[src/include/slave_defs.svh]
`ifndef SLAVE_DEFS_SVH
`define SLAVE_DEFS_SVH

// memory word and address sizes
`define SLAVE_DATA_WIDTH 32
`define SLAVE_ADDR_WIDTH 8
`define SLAVE_MEM_DEPTH 256

// bits of the slave id field in the frame
`define SLAVE_ID_WIDTH 2

// extra cycles a single read waits before its first word
`define SLAVE_READ_DELAY 3

// configuration frame
`define SLAVE_START_CODE 3'b111
`define SLAVE_FRAME_BITS 15

`endif

[src/verilog/bus_frame_pkg.sv]
`include "slave_defs.svh"

package bus_frame_pkg;

    // read/write bit of the frame
    typedef enum logic {
        xfer_read  = 1'b0,
        xfer_write = 1'b1
    } xfer_dir_t;

    // frame fields in wire order, msb is sent first
    typedef struct packed {
        logic [2:0]                    start_code;
        logic [`SLAVE_ID_WIDTH-1:0]    id;
        xfer_dir_t                     dir;
        logic                          burst;
        logic [`SLAVE_ADDR_WIDTH-1:0]  address;
    } frame_fields_t;

    // shifted in through raw, decoded through fields
    typedef union packed {
        frame_fields_t                 fields;
        logic [`SLAVE_FRAME_BITS-1:0]  raw;
    } frame_word_t;

endpackage

[src/verilog/slave_ifs.sv]
`timescale 1ns/1ps
`include "slave_defs.svh"

// accepted frame, from receiver to controller
interface frame_if;
    logic                          accept;
    bus_frame_pkg::xfer_dir_t      dir;
    logic                          burst;
    logic [`SLAVE_ADDR_WIDTH-1:0]  address;
    // controller not idle, receiver stops listening
    logic                          busy;

    modport receiver (
        output accept,
        output dir,
        output burst,
        output address,
        input  busy
    );

    modport controller (
        input  accept,
        input  dir,
        input  burst,
        input  address,
        output busy
    );
endinterface


[src/verilog/frame_receiver.sv]
`timescale 1ns/1ps
`include "slave_defs.svh"

module frame_receiver #(
    parameter int unsigned slave_id = 1
) (
    input  logic      clk,
    input  logic      rstN,
    input  logic      control,
    frame_if.receiver frame
);

    localparam int cnt_w = $clog2(`SLAVE_FRAME_BITS);

    bus_frame_pkg::frame_word_t  shift_reg;
    logic [cnt_w-1:0]            bit_cnt;
    logic                        receiving;
    logic                        frame_done;
    logic                        start_bit;
    logic                        code_ok;
    logic                        id_ok;

    // first 1 on control while idle is the first start bit
    assign start_bit = control && !receiving && !frame_done && !frame.busy;

    always_ff @(posedge clk or negedge rstN) begin
        if (!rstN) begin
            receiving  <= 1'b0;
            frame_done <= 1'b0;
            bit_cnt    <= '0;
        end else begin
            frame_done <= 1'b0;
            if (receiving) begin
                bit_cnt <= bit_cnt + 1'b1;
                // this edge takes the last frame bit
                if (bit_cnt == cnt_w'(`SLAVE_FRAME_BITS - 1)) begin
                    receiving  <= 1'b0;
                    frame_done <= 1'b1;
                end
            end else if (start_bit) begin
                receiving <= 1'b1;
                bit_cnt   <= cnt_w'(1);
            end
        end
    end

    // msb first, so each bit enters at the bottom
    always_ff @(posedge clk) begin
        if (receiving || start_bit) begin
            shift_reg.raw <= {shift_reg.raw[`SLAVE_FRAME_BITS-2:0], control};
        end
    end

    assign code_ok = shift_reg.fields.start_code == `SLAVE_START_CODE;
    assign id_ok   = shift_reg.fields.id == `SLAVE_ID_WIDTH'(slave_id);

    // frames for other slaves are dropped here
    assign frame.accept  = frame_done && code_ok && id_ok;
    assign frame.dir     = shift_reg.fields.dir;
    assign frame.burst   = shift_reg.fields.burst;
    assign frame.address = shift_reg.fields.address;

endmodule

[src/flat_wrapper.sv]
// flat-port wrapper written by rule: the top's interface ports become plain ports
module frame_receiver_flat 
#(
    parameter int unsigned slave_id = 1
)
  (clk, rstN, control, frame_accept, frame_dir, frame_burst, frame_address, frame_busy);
  frame_if frame_i ();
  input  logic clk;
  input  logic rstN;
  input  logic control;
  output wire logic [$bits(frame_i.accept)-1:0] frame_accept;
  output wire logic [$bits(frame_i.dir)-1:0] frame_dir;
  output wire logic [$bits(frame_i.burst)-1:0] frame_burst;
  output wire logic [$bits(frame_i.address)-1:0] frame_address;
  input wire logic [$bits(frame_i.busy)-1:0] frame_busy;
  assign frame_accept = frame_i.accept;
  assign frame_dir = frame_i.dir;
  assign frame_burst = frame_i.burst;
  assign frame_address = frame_i.address;
  assign frame_i.busy = frame_busy;
  frame_receiver #(.slave_id(slave_id)) u_core (.clk(clk), .rstN(rstN), .control(control), .frame(frame_i));
endmodule
[config.mk]
export PLATFORM = sky130hd
export DESIGN_NAME = frame_receiver_flat
export DESIGN_NICKNAME = d
export VERILOG_FILES = /design/src/verilog/bus_frame_pkg.sv /design/src/verilog/slave_ifs.sv /design/src/verilog/frame_receiver.sv /design/src/flat_wrapper.sv
export VERILOG_INCLUDE_DIRS = /design/src /design/src/include
export SDC_FILE = /design/constraint.sdc
export NUM_CORES = 1
export LEC_CHECK = 0
export BUFFER_PORTS_ARGS = -buffer_cell sky130_fd_sc_hd__buf_2
export CORE_UTILIZATION = 42
export CTS_BUF_LIST = sky130_fd_sc_hd__clkbuf_8
export DETAILED_ROUTE_END_ITERATION = 10
export PLACE_DENSITY_LB_ADDON = 0.05
export SLEW_MARGIN = 20
export SYNTH_ARGS = -nofsm -noshare
export SYNTH_HDL_FRONTEND = slang
export SYNTH_SLANG_ARGS = --single-unit
[constraint.sdc]
create_clock -name clk -period 4.2 [get_ports clk]
set_input_delay 0.84 -clock clk [delete_from_list [all_inputs] [get_ports clk]]
set_output_delay 0.84 -clock clk [all_outputs]
set_load 0.02 [all_outputs]
; Word-level counts from Yosys, hierarchy flattened
; Cells that the tools add are included.
[totals]
in_bits = 4
regBits = 21
latch_bits = 0
mem_bits_ro = 0
mem_count = 0
wordCells = 25
output_inout_bits = 11
mem_bits_rw = 0
[op_classes]
n_eq_ne = 3
bitwise_logic = 0
muxes = 7
shifts = 0
n_addsub = 1
div_mod_pow = 0
reduce_logical = 10
mul = 0
order_cmp = 0
[op_table]
columns = cell, n
row1 = 2-to-1 mux 4 bit, 2
row2 = logical AND 1 bit, 5
row3 = 2-to-1 mux 1 bit, 5
row4 = "adder 4 x 1 -> 4 bit, second input constant", 1
row5 = "== test 4 bit, second input constant", 1
row6 = "== test 3 bit, second input constant", 1
row7 = zero test 1 bit, 3
row8 = "== test 2 x 1 -> 1 bit, second input constant", 1
row9 = nonzero test 2 bit, 1
row10 = logical OR 1 bit, 1

; Depth between registers and ports, before layout
; Gate-level depths: netlist of the first run.
[logic_depth]
ltp_word = 6
depth_mapped = 4
depth_no_buf = 4

; Least setup slack after synthesis of the first run
; OpenSTA, ideal clock, no wires.
[synth_timing]
path_kind = input-to-reg
start = input port frame_busy
end = register u_core.shift_reg[0] (netlist bit), enable pin
path_buffers = 0
required_ns = 3.832
path_stages = 2
slack_ns = 2.260
setup_ns = 0.368
arrival_ns = 1.571
cell_sequence = nor4b_4 -> or2_1
[synth_via]
elab_chain_len = 3
[synth_rtl]
columns = item, line
row1 = start: declaration, flat_wrapper.sv:15  ; input wire logic [$bits(frame_i.busy)-1:0] frame_busy;
row2 = zero test 1 bit, frame_receiver.sv:24  ; assign start_bit = control && !receiving && !frame_done && !frame.busy;
row3 = logical AND 1 bit, frame_receiver.sv:24
row4 = logical OR 1 bit, frame_receiver.sv:49  ; if (receiving || start_bit) begin
row5 = end: declaration, frame_receiver.sv:15  ; bus_frame_pkg::frame_word_t shift_reg;
; No other way between the ends.
; A chain may end at the register's enable or synchronous reset.

; Worst setup path after layout of the first run
[layout_timing]
start = register u_core.frame_done
end = output port frame_accept
[layout_via]
elab_chain_len = 2
[layout_rtl]
columns = item, line
row1 = start: declaration, frame_receiver.sv:18  ; logic frame_done;
row2 = start signal: assignment, frame_receiver.sv:29  ; frame_done <= 1'b0;
row3 = start signal: assignment, frame_receiver.sv:32  ; frame_done <= 1'b0;
row4 = start signal: assignment, frame_receiver.sv:38  ; frame_done <= 1'b1;
row5 = logical AND 1 bit (2 in a row), frame_receiver.sv:58  ; assign frame.accept = frame_done && code_ok && id_ok;
row6 = end: declaration, flat_wrapper.sv:11  ; output wire logic [$bits(frame_i.accept)-1:0] frame_accept;
; No other way between the ends.

==> results of run 1 <==
-- cells by family (layout without fill, tap and decap cells) --
family | after synthesis | in the layout | share of synthesized area
compound gates | 4 | 4 | 0.02900
xor+xnor | 1 | 1 | 0.01069
fa+ha+maj | 2 | 2 | 0.03053
buf+inv | 11 | 20 | 0.09619
flops | 21 | 21 | 0.7328
simple gates | 12 | 12 | 0.1008
-- area by class of cell --
cell class,count,area [µm²],share of cell area
clock buffers,3,41.29,0.04609
flip-flops and latches,21,600.6,0.6704
clock inverters,1,5.005,0.005587
well taps,25,31.28,0.03492
repair buffers,14,70.07,0.07821
multi-input cells,19,140.1,0.1564
inverters,2,7.507,0.008380
-- through the flow --
step                  util  power, mW  cell area, µm²  setup slack (ps)  hold WS, ps
floorplan                -     0.6056           819.5              2260        417.6
global placement    0.4765     0.6136           849.6              2040        424.8
detailed placement  0.4765     0.6283           849.6              1995        430.6
CTS                 0.5025     0.7559           895.9              2206        390.4
global route        0.5025     0.7936           895.9              2178        390.1
finish              0.5025     0.7432           895.9              2217        396.2
-- final timing paths --
kind                            cells after the start  slack, ps             endpoint           startpoint
worst max-delay path                                3       2220         frame_accept    u_core.frame_done
worst min-delay path                                1        400    u_core.bit_cnt[0]                 rstN
worst max register to register                      2       2410  u_core.shift_reg[9]     u_core.receiving
worst min register to register                      0        450  u_core.shift_reg[6]  u_core.shift_reg[5]
max in group asynchronous                           1       3670    u_core.frame_done                 rstN
min in group clk                                    0        450  u_core.shift_reg[6]  u_core.shift_reg[5]
-- worst max-delay path, stage by stage (launching register included) --
cell and delay (ps):
dfrtp_1 420, nand4_1 100, nor3b_1 190, buf_2 190
-- per-layer routing --
| layer | track usage | part of all wire | wire (µm) | vias to the layer above |
|---|---|---|---|---|
| met3 | 0.03529 | 0.034 | 36 | 2 |
| met5 | 0 | 0 | 0 | - |
| met1 | 0.1487 | 0.44 | 470 | 182 |
| met4 | 0.08824 | 0.0085 | 9 | 0 |
| met2 | 0.1859 | 0.52 | 548 | 8 |
| li1 | - | - | - | 191 |
-- power groups by stage --
stage / Clock [mW] / Sequential (mW) / Combinational, mW
after detailed placement: 0 / 0.431 / 0.197
after global placement: 0 / 0.421 / 0.193
after global routing: 0.141 / 0.437 / 0.215
final: 0.123 / 0.425 / 0.195
after floorplan: 0 / 0.417 / 0.189
after CTS: 0.129 / 0.428 / 0.199
-- cells in the final DEF (no fill, tap or decap) --
cell type,instances
clkbuf_8,3
clkinv_2,1
nand4_1,2
nand3_1,1
o22ai_1,1
or2_1,1
buf_2,14
nand2_1,2
nor4b_4,1
a21oi_1,1
nor3b_1,1
ha_1,2
inv_1,2
edfxtp_1,15
nand3b_1,1
nor2_1,2
nor3_1,1
dfrtp_1,6
xor2_1,1
a21o_1,1
o21ai_1,1
==> results_tabular.tex, run 1 <==
\begin{tabular}{lr}
\hline
Metric & Value \\
\hline
\multicolumn{2}{l}{\textbf{Timing}} \\
\quad Clock skew & 2.167 ps \\
\quad Number of slew-limit violations in the final report & 0 \\
\quad Final count of hold timing violations & 0 \\
\quad Highest Clock Rate & approximately 0.5 GHz \\
\quad Setup Total Neg Slack & 0 ps \\
\quad Post-route clock period utilization & 0.4721 \\
\quad Period minus WS final & about 2000 ps \\
\quad Slew at the pin closest to its max-slew limit & around 600 ps \\
\quad Unrepaired setup endpoints after global routing & no \\
\quad Rel. slew slack & 0.6107 \\
\quad Final setup violation count & 0 \\
\multicolumn{2}{l}{\textbf{Synth}} \\
\quad Mean instance size in the synthesized netlist & 16.07 µm² \\
\quad Summed instance area of the synthesized netlist & roughly 820 µm² \\
\quad Post-synthesis async set-or-reset flop share & 0.2857 \\
\quad Proportion of netlist area held by the largest area contributor & 0.5496 \\
\quad Seq/Total Area, Yosys & 0.7328 \\
\quad Commonest register cell after synthesis & edfxtp\_1 \\
\quad Cells taking the most area after synthesis & edfxtp\_1 55\%, dfrtp\_1 18\%, buf\_4 7.3\% \\
\quad Most frequent cell after synthesis & edfxtp\_1 \\
\quad Yosys cell types & 20 \\
\quad Number of synthesized register bits & 21 \\
\quad Mapped Nets & 57 \\
\quad Leading area contributor after synthesis & edfxtp\_1 \\
\quad Synthesis warning total & 0 \\
\quad Most frequent cells after synthesis & 15 x edfxtp\_1, 8 x buf\_4, 6 x dfrtp\_1 \\
\quad Number of enable-type register cells in the synthesized netlist & 15 \\
\quad Synthesized instance count & 51 \\
\multicolumn{2}{l}{\textbf{Cells and area}} \\
\quad Antenna fix cells & 0 \\
\quad Number of fillers in the final layout & 162 \\
\quad Number of flip-flops in the largest register & 15 \\
\quad Area growth from synthesis to layout & 9.313\% \\
\quad Cell Count, Final, Fillers Out & 85 \\
\quad Fraction of final layout cells sized beyond drive strength 1 & 0.3167 \\
\quad Count of nets after finishing & between 60 and 70 \\
\multicolumn{2}{l}{\textbf{Pwr}} \\
\quad Logic gate share of total power & 0.263 \\
\quad Switching power of the nets & 0.2510 mW \\
\quad Sw Share & 0.3377 \\
\quad Leak & approximately 0.37 nW \\
\quad Sequential power share & 0.571 \\
\quad P\_int & between 0.4 and 0.5 mW \\
\quad Clock Power Share & 0.166 \\
\quad Peak supply drop & between 0.3 and 0.4 mV \\
\quad Cell area power density & approximately 830 nW/µm² \\
\multicolumn{2}{l}{\textbf{Routing}} \\
\quad Antenna violation net count after detailed routing & 0 \\
\quad Final wirelength & approximately 1100 µm \\
\quad 1st-pass router iterations & 2 \\
\quad Total via count in the routed design & between 300 and 400 \\
\quad Number of remaining DRC errors & 0 \\
\quad Vias per std cell & 4.506 \\
\quad Average wire per cell in the routed design & 12.52 µm \\
\quad DR iter-0 viols & 15 \\
\multicolumn{2}{l}{\textbf{Place}} \\
\quad Cells after DPL & 81 \\
\quad \# port buffers & 14 \\
\quad Final RePlAce weighted congestion & about 0.70 \\
\quad Hpwl dp & between 800 and 900 µm \\
\multicolumn{2}{l}{\textbf{Flow run}} \\
\quad Max-cap violations & 0 \\
\multicolumn{2}{l}{\textbf{Global routing}} \\
\quad Antenna violations before repair & 0 \\
\quad Total congestion overflow after global routing & 0 \\
\quad Global-route wire length before repair & around 1700 µm \\
\quad Via count of the first global-routing pass & roughly 370 \\
\quad Maximum number of pins on one net before global-route repair & 16 \\
\quad GRT Overall Usage & 0.1228 \\
\multicolumn{2}{l}{\textbf{Clocking}} \\
\quad TritonCTS clock tree & yes \\
\quad Number of buffers added by the clock tree synthesis step & 3 \\
\quad CTS sink cnt & 21 \\
\quad Clock root cell & clkbuf\_8 \\
\quad CTS Buffer Depth & 2 \\
\quad Clock latency on the worst-skew pair & between 200 and 300 ps \\
\quad Number of gates resized after cts & 0 \\
\quad Reg clk slew, reported paths & $\sim$70 ps \\
\quad Post-CTS Hold Fix Bufs & 0 \\
\quad Post-CTS setup-driven buffer insertion count & 0 \\
\quad Number of H-tree branching levels & 1 \\
\multicolumn{2}{l}{\textbf{Critical path}} \\
\quad Critical path peak fanout & 2 \\
\quad Path type of the worst setup path & register to primary output \\
\quad Sort of element at the end of the critical path & primary output \\
\quad Required @ worst endpoint & about 3400 ps \\
\quad Startpoint class of the critical path & register \\
\quad Critical path data arrival time & roughly 1100 ps \\
\multicolumn{2}{l}{\textbf{Die}} \\
\quad IO Count & 15 \\
\quad Floorplan die area & $\sim$2100 µm² \\
\quad Die height & around 46 µm \\
\quad Die X & between 40 and 50 µm \\
\quad Count of standard-cell rows & 15 \\
\quad CORE AREA & approximately 1800 µm² \\
\quad Initial Utilization & 0.4596 \\
\multicolumn{2}{l}{\textbf{Outcome}} \\
\quad Run status & completed \\
\multicolumn{2}{l}{\textbf{Min path}} \\
\quad Worst hold-check path type & primary input to asynchronous set/reset pin \\
\hline
\end{tabular}
(Power assumes the default switching activity.)
==> inputs of run 2 (changes only) <==
Clock period 4.2 ns to 1.99 ns, I/O delays scaled along.
==> run 2 against run 1 <==
Clock skew hardly changed. Critical path type is now register to register. Combinational power rose by 120%. Worst hold slack worse by 56 ps. Register-to-register slack worse by 2000 ps. Die area unchanged. Sequential cell count is the same. Sequential power up 110%. Sequential share of layout area fell by 1.3 points. Power is 120% higher. First-iteration DRC count down 67%.
==> results_tabular.tex, run 2 (same netlist as run 1, synthesis figures left out) <==
\begin{tabular}{lr}
\hline
Metric & Value \\
\hline
\multicolumn{2}{l}{\textbf{Outcome}} \\
\quad Run status & completed (unchanged) \\
\multicolumn{2}{l}{\textbf{Timing}} \\
\quad Setup Total Neg Slack & 0 ps (unchanged) \\
\quad Number of slew-limit violations in the final report & 0 (unchanged) \\
\quad Slew at the pin closest to its max-slew limit & 325.9 ps (was 584.0 ps) \\
\quad Final count of hold timing violations & 0 (unchanged) \\
\quad Final setup violation count & 0 (unchanged) \\
\quad Post-route clock period utilization & 0.7904 \\
\quad Period minus WS final & $\sim$1600 ps \\
\quad WHS & 340.4 ps (was 396.2 ps) \\
\quad Rel. slew slack & 0.7818 (was 0.6107) \\
\quad Clock skew & 2.140 ps (was 2.167 ps) \\
\quad Highest Clock Rate & around 0.64 GHz \\
\quad Unrepaired setup endpoints after global routing & no (unchanged) \\
\multicolumn{2}{l}{\textbf{Place}} \\
\quad Hpwl dp & 900.7 µm (was 805.5 µm) \\
\quad \# port buffers & 14 (unchanged) \\
\quad Final RePlAce weighted congestion & 0.7373 (was 0.7001) \\
\multicolumn{2}{l}{\textbf{Pwr}} \\
\quad Cell area power density & 1758 nW/µm² (was 829.6 nW/µm²) \\
\quad Leak & 0.3809 nW (was 0.3723 nW) \\
\quad Total Power Consumption & 1.606 mW (was 0.7432 mW) \\
\quad Peak supply drop & 0.7825 mV (was 0.3588 mV) \\
\multicolumn{2}{l}{\textbf{Global routing}} \\
\quad Via count of the first global-routing pass & 430 (was 373) \\
\quad Maximum number of pins on one net before global-route repair & 16 (unchanged) \\
\quad GRT Overall Usage & 0.1382 (was 0.1228) \\
\quad Total congestion overflow after global routing & 0 (unchanged) \\
\quad Global-route wire length before repair & 1945 µm (was 1683 µm) \\
\quad Antenna violations before repair & 0 (unchanged) \\
\multicolumn{2}{l}{\textbf{Critical path}} \\
\quad Critical path, cell by cell & nor4b\_4 > or2\_1 > buf\_4 (was nand4\_1 > nor3b\_1 > buf\_2) \\
\quad Sort of element at the end of the critical path & register (was primary output) \\
\quad Highest cell delay on the worst timing path & 490 ps (was 420 ps) \\
\quad Max stage delay cell, worst path & dfrtp\_1 (unchanged) \\
\quad Critical path data arrival time & 1520 ps (was 1140 ps) \\
\quad Required @ worst endpoint & 1940 ps (was 3360 ps) \\
\quad Critical path peak fanout & 15 (was 2) \\
\quad Buffers \& Inverters on Critical Path & 1 (unchanged) \\
\quad Family of cells with the greatest summed delay on the critical path & simple AND/OR/NAND/NOR gates (was flip-flops) \\
\quad Path type of the worst setup path & register to register (was register to primary output) \\
\quad Worst Setup SP & u\_core.receiving (was u\_core.frame\_done) \\
\quad Startpoint class of the critical path & register (unchanged) \\
\quad Startpoint of the lowest-slack register-to-register path & u\_core.receiving (unchanged) \\
\multicolumn{2}{l}{\textbf{Routing}} \\
\quad Number of remaining DRC errors & 0 (unchanged) \\
\quad Vias per std cell & 4.690 (was 4.506) \\
\quad Total via count in the routed design & 408 (was 383) \\
\quad Average wire per cell in the routed design & 13.80 µm (was 12.52 µm) \\
\quad Antenna violation net count after detailed routing & 0 (unchanged) \\
\quad Final wirelength & 1201 µm (was 1064 µm) \\
\quad 1st-pass router iterations & 2 (unchanged) \\
\quad DR iter-0 viols & 5 (was 15) \\
\multicolumn{2}{l}{\textbf{Cells and area}} \\
\quad Commonest cells after routing, fill and taps aside & 15 x edfxtp\_1, 14 x buf\_2, 6 x dfrtp\_1 (unchanged) \\
\quad Area growth from synthesis to layout & 11.45\% (was 9.313\%) \\
\quad Antenna fix cells & 0 (unchanged) \\
\quad Commonest non-fill, non-tap cell in the layout & edfxtp\_1 (unchanged) \\
\quad Number of flip-flops in the largest register & 15 (unchanged) \\
\quad Fraction of final layout cells sized beyond drive strength 1 & 0.3226 (was 0.3167) \\
\quad Final standard cell utilization of the core & 0.5123 (was 0.5025) \\
\quad Count of nets after finishing & 69 (was 67) \\
\multicolumn{2}{l}{\textbf{Die}} \\
\quad Floorplan die area & 2132 µm² (unchanged) \\
\quad CORE AREA & 1783 µm² (unchanged) \\
\quad IO Count & 15 (unchanged) \\
\quad Count of standard-cell rows & 15 (unchanged) \\
\quad Die X & 46.18 µm (unchanged) \\
\quad Initial Utilization & 0.4596 (unchanged) \\
\quad Die height & 46.18 µm (unchanged) \\
\multicolumn{2}{l}{\textbf{Min path}} \\
\quad Worst hold-check path type & primary input to register (was primary input to asynchronous set/reset pin) \\
\quad Origin of the worst min-delay path & control \\
\multicolumn{2}{l}{\textbf{Clocking}} \\
\quad Post-CTS setup-driven buffer insertion count & 0 (unchanged) \\
\quad Reg clk slew, reported paths & 70 ps (about the same) \\
\quad Number of H-tree branching levels & 1 (unchanged) \\
\quad Clock root cell & clkbuf\_8 (unchanged) \\
\quad Clock latency on the worst-skew pair & 250 ps (about the same) \\
\quad Number of gates resized after cts & 0 (unchanged) \\
\quad TritonCTS clock tree & yes (unchanged) \\
\quad CTS sink cnt & 21 (unchanged) \\
\quad Number of buffers added by the clock tree synthesis step & 3 (unchanged) \\
\quad CTS Buffer Depth & 2 (unchanged) \\
\multicolumn{2}{l}{\textbf{Flow run}} \\
\quad Max-cap violations & 0 (unchanged) \\
\hline
\end{tabular}
run 2: layout make-up:
class                   count  area [µm²]
clock buffers               3       41.29
clock inverters             1       5.005
fillers                   153       869.6
inverters                   2       7.507
multi-input cells          19       140.1
flip-flops and latches     21       600.6
well taps                  25       31.28
repair buffers             16       87.58
run 2: path summary, 6_finish.rpt:
path                                        end  slack [ps]  cells after the start
max                        u_core.shift_reg[13]         420                      3
min                         u_core.shift_reg[0]         340                      1
max reg2reg                u_core.shift_reg[13]         420                      3
min reg2reg                 u_core.shift_reg[8]         450                      0
max in group asynchronous     u_core.bit_cnt[3]        1360                      2
min in group asynchronous     u_core.bit_cnt[2]         490                      2
run 2: what timing repair did:
| item | in CTS | in global routing |
|---|---|---|
| setup endpoints to repair | 0 | 0 |
| hold buffers | 1 | 0 |
| endpoints found under the hold margin | 6 | 0 |
run 2: through the flow:
step | cell area, µm² | std cells | setup WS [ps]
floorplan | 819.5 | 51 | 353.0
global placement | 857.1 | 82 | 491.5
detailed placement | 857.1 | 82 | 439.6
CTS | 913.4 | 87 | 426.4
global route | 913.4 | 87 | 351.3
finish | 913.4 | 87 | 417.1
run 2: report_power, final:
part	switching (mW)	internal, mW	leakage, nW	total (mW)
combinational	0.281	0.153	0.130	0.434
clock	0.126	0.139	0.0255	0.265
sequential	0.150	0.756	0.226	0.907
run 2: worst register-to-register path: stages (launching register included):
cell	delay, ps
dfrtp_1	490
nor4b_4	420
or2_1	150
buf_4	220
run 2: per-layer routing:
layer  vias up  GRT usage  share of wire
li1        198          -              -
met1       198     0.1658           0.43
met2        10     0.2282           0.53
met3         2    0.03529          0.025
met4         0    0.07059          0.017
met5         -          0              0
==> inputs of run 3 (changes only) <==
Settings changed: ABC_AREA set to 1.
Clock period 1.99 ns to 1.45 ns, I/O delays scaled along.
==> run 3 against run 2 <==
Clock power is 40% higher. Clock skew is 4.1 ps higher. Routed wire length is 7.1% lower. Worst hold slack worse by 120 ps. Largest cell class unchanged. Final cell count is 14% higher. First-iteration DRC count is 20% higher. Critical path depth stayed put. Synthesized cell count is 24% higher. Clock-buffer cell count stayed put.
==> results_tabular.tex, run 3 <==
\begin{tabular}{lr}
\hline
Metric & Value \\
\hline
\multicolumn{2}{l}{\textbf{Critical path}} \\
\quad Reg-to-reg slack, setup & 110 ps (was 420 ps) \\
\quad Critical path data arrival time & 1260 ps (was 1520 ps) \\
\quad Path type of the worst setup path & register to register (unchanged) \\
\quad Required @ worst endpoint & 1370 ps (was 1940 ps) \\
\quad Sort of element at the end of the critical path & register (unchanged) \\
\quad Startpoint class of the critical path & register (unchanged) \\
\quad Critical path peak fanout & 16 (was 15) \\
\multicolumn{2}{l}{\textbf{Timing}} \\
\quad Final count of hold timing violations & 0 (unchanged) \\
\quad Rel. slew slack & 0.7637 (was 0.7818) \\
\quad Final setup violation count & 0 (unchanged) \\
\quad Period minus WS final & 1337 ps (was 1573 ps) \\
\quad Post-route clock period utilization & 0.9219 (was 0.7904) \\
\quad Unrepaired setup endpoints after global routing & no (unchanged) \\
\quad Setup Total Neg Slack & 0 ps (unchanged) \\
\quad Clock skew & 6.202 ps (was 2.140 ps) \\
\quad Slew at the pin closest to its max-slew limit & 353.3 ps (was 325.9 ps) \\
\quad Highest Clock Rate & 0.7481 GHz (was 0.6358 GHz) \\
\quad WHS & 225.3 ps (was 340.4 ps) \\
\quad Number of slew-limit violations in the final report & 0 (unchanged) \\
\multicolumn{2}{l}{\textbf{Die}} \\
\quad Initial Utilization & 0.4660 (was 0.4596) \\
\quad Floorplan die area & 2160 µm² (was 2132 µm²) \\
\quad Die X & 46.48 µm (was 46.18 µm) \\
\quad Count of standard-cell rows & 15 (unchanged) \\
\quad Die height & 46.48 µm (was 46.18 µm) \\
\quad IO Count & 15 (unchanged) \\
\quad CORE AREA & 1783 µm² (unchanged) \\
\multicolumn{2}{l}{\textbf{Synth}} \\
\quad Mean instance size in the synthesized netlist & 13.19 µm² (was 16.07 µm²) \\
\quad Yosys cell types & 16 (was 20) \\
\quad Synthesis warning total & 0 (unchanged) \\
\quad Cells taking the most area after synthesis & edfxtp\_1 54\%, dfrtp\_1 18\%, buf\_4 7.2\% (was edfxtp\_1 55\%, dfrtp\_1 18\%, buf\_4 7.3\%) \\
\quad Leading area contributor after synthesis & edfxtp\_1 (unchanged) \\
\quad Mapped Nets & 69 (was 57) \\
\quad Proportion of netlist area held by the largest area contributor & 0.5422 (was 0.5496) \\
\quad Summed instance area of the synthesized netlist & 830.8 µm² (was 819.5 µm²) \\
\quad Commonest register cell after synthesis & edfxtp\_1 (unchanged) \\
\quad Synthesized instance count & 63 (was 51) \\
\quad Post-synthesis async set-or-reset flop share & 0.2857 (unchanged) \\
\quad Most frequent cells after synthesis & 15 x edfxtp\_1, 12 x nand2\_1, 8 x buf\_4 (was 15 x edfxtp\_1, 8 x buf\_4, 6 x dfrtp\_1) \\
\quad Seq/Total Area, Yosys & 0.7229 (was 0.7328) \\
\quad Number of enable-type register cells in the synthesized netlist & 15 (unchanged) \\
\quad Number of synthesized register bits & 21 (unchanged) \\
\quad Most frequent cell after synthesis & edfxtp\_1 (unchanged) \\
\multicolumn{2}{l}{\textbf{Global routing}} \\
\quad Antenna violations before repair & 0 (unchanged) \\
\quad Via count of the first global-routing pass & 420 (was 430) \\
\quad Global-route wire length before repair & 1869 µm (was 1945 µm) \\
\quad Maximum number of pins on one net before global-route repair & 17 (was 16) \\
\quad GRT Overall Usage & 0.1356 (was 0.1382) \\
\quad Total congestion overflow after global routing & 0 (unchanged) \\
\multicolumn{2}{l}{\textbf{Cells and area}} \\
\quad Commonest cells after routing, fill and taps aside & 15 x edfxtp\_1, 14 x buf\_2, 12 x nand2\_1 (was 15 x edfxtp\_1, 14 x buf\_2, 6 x dfrtp\_1) \\
\quad Number of fillers in the final layout & 171 (was 153) \\
\quad Area growth from synthesis to layout & 11.75\% (was 11.45\%) \\
\quad Commonest non-fill, non-tap cell in the layout & edfxtp\_1 (unchanged) \\
\quad Number of flip-flops in the largest register & 15 (unchanged) \\
\quad Count of nets after finishing & 81 (was 69) \\
\quad Antenna fix cells & 0 (unchanged) \\
\quad Fraction of final layout cells sized beyond drive strength 1 & 0.2838 (was 0.3226) \\
\multicolumn{2}{l}{\textbf{Place}} \\
\quad \# port buffers & 14 (unchanged) \\
\quad Hpwl dp & 783.6 µm (was 900.7 µm) \\
\quad Final RePlAce weighted congestion & 0.7807 (was 0.7373) \\
\multicolumn{2}{l}{\textbf{Clocking}} \\
\quad Number of gates resized after cts & 0 (unchanged) \\
\quad TritonCTS clock tree & yes (unchanged) \\
\quad CTS Buffer Depth & 2 (unchanged) \\
\quad Number of buffers added by the clock tree synthesis step & 3 (unchanged) \\
\quad Number of H-tree branching levels & 1 (unchanged) \\
\quad Clock root cell & clkbuf\_8 (unchanged) \\
\quad Reg clk slew, reported paths & 80 ps (was 70 ps) \\
\quad Clock latency on the worst-skew pair & 260 ps (was 250 ps) \\
\quad CTS sink cnt & 21 (unchanged) \\
\multicolumn{2}{l}{\textbf{Routing}} \\
\quad Final wirelength & 1116 µm (was 1201 µm) \\
\quad 1st-pass router iterations & 3 (was 2) \\
\quad Total via count in the routed design & 441 (was 408) \\
\quad Vias per std cell & 4.455 (was 4.690) \\
\quad DR iter-0 viols & 6 (was 5) \\
\quad Highest routed layer & met4 (unchanged) \\
\quad Number of remaining DRC errors & 0 (unchanged) \\
\quad Routed metal-1 wire length & 561 µm (was 519 µm) \\
\quad Average wire per cell in the routed design & 11.27 µm (was 13.80 µm) \\
\quad Total met2 wirelength after detailed routing & 476 µm (was 631 µm) \\
\quad Met3 wirelength from detailed routing & 67 µm (was 30 µm) \\
\quad Antenna violation net count after detailed routing & 0 (unchanged) \\
\multicolumn{2}{l}{\textbf{Pwr}} \\
\quad Cell area power density & 2375 nW/µm² (was 1758 nW/µm²) \\
\quad Total Power Consumption & 2.205 mW (was 1.606 mW) \\
\quad Peak supply drop & 1.245 mV (was 0.7825 mV) \\
\quad Leak & 0.4186 nW (was 0.3809 nW) \\
\multicolumn{2}{l}{\textbf{Flow run}} \\
\quad Max-cap violations & 0 (unchanged) \\
\multicolumn{2}{l}{\textbf{Min path}} \\
\quad Worst hold-check path type & primary input to register (unchanged) \\
\multicolumn{2}{l}{\textbf{Outcome}} \\
\quad Run status & completed (unchanged) \\
\hline
\end{tabular}
run 3: cell count changes after synthesis, moves of 2 or more:
cell and change:
nand3_1 +3, clkinv_1 +2, nand2_1 +10, nand2_2 +2
run 3: kinds of logic after synthesis:
family / count (synthesis) / share of synthesized area
buffers and inverters: 14 / 0.09940
XOR/XNOR: 1 / 0.01054
adder cells (fa/ha/maj): 2 / 0.03012
AND/OR/NAND/NOR: 25 / 0.1370
flip-flops: 21 / 0.7229
run 3: final timing paths:
| path | startpoint | end | cells past startpoint |
|---|---|---|---|
| max in group asynchronous | rstN | u_core.bit_cnt[2] | 2 |
| setup reg to reg | u_core.receiving | u_core.shift_reg[14] | 3 |
| min in group asynchronous | rstN | u_core.bit_cnt[3] | 2 |
| setup / recovery | u_core.receiving | u_core.shift_reg[14] | 3 |
| hold / removal | control | u_core.shift_reg[0] | 1 |
| hold reg to reg | u_core.shift_reg[6] | u_core.shift_reg[7] | 0 |
run 3: report_power, final:
group          total, mW  switching, mW  leakage (nW)  internal (mW)
sequential          1.21          0.175         0.226           1.04
clock              0.370          0.179        0.0255          0.191
combinational      0.622          0.421         0.167          0.201
run 3: stage by stage:
stage | setup slack, ps | instances | cell area [µm²] | util
3_3_place_gp | 106.5 | 94 | 872.1 | 0.4891
6_report | 113.3 | 99 | 928.4 | 0.5207
3_5_place_dp | 108.6 | 94 | 872.1 | 0.4891
2_1_floorplan | 270.6 | 63 | 830.8 | -
5_1_grt | 28.74 | 99 | 928.4 | 0.5207
4_1_cts | 100.3 | 99 | 928.4 | 0.5207
run 3: final cells by class:
cell class,instances,area [µm²],area share
Inverter,6,22.52,0.02426
Sequential cell,21,600.6,0.6469
Clock buffer,3,41.29,0.04447
Clock inverter,1,5.005,0.005391
Tap cell,25,31.28,0.03369
Timing Repair Buffer,15,80.08,0.08625
Multi-Input combinational cell,28,147.6,0.1590
run 3: metal layers:
metal / GRT usage / up-vias
met1: 0.1877 / 208
met5: 0 / -
li1: - / 221
met3: 0.07451 / 2
met4: 0.07059 / 0
met2: 0.1667 / 10
run 3: repair_timing:
| action | in CTS | in global routing |
|---|---|---|
| endpoints found under the hold margin | 6 | 0 |
| buffers inserted | 0 | 0 |
| hold buffers | 1 | 0 |
run 3: worst max-delay path, cell delays in order, from the launching register on:
cell and delay [ps]:
dfrtp_1 430, nor2_1 160, nand2_2 110, nand2_2 290
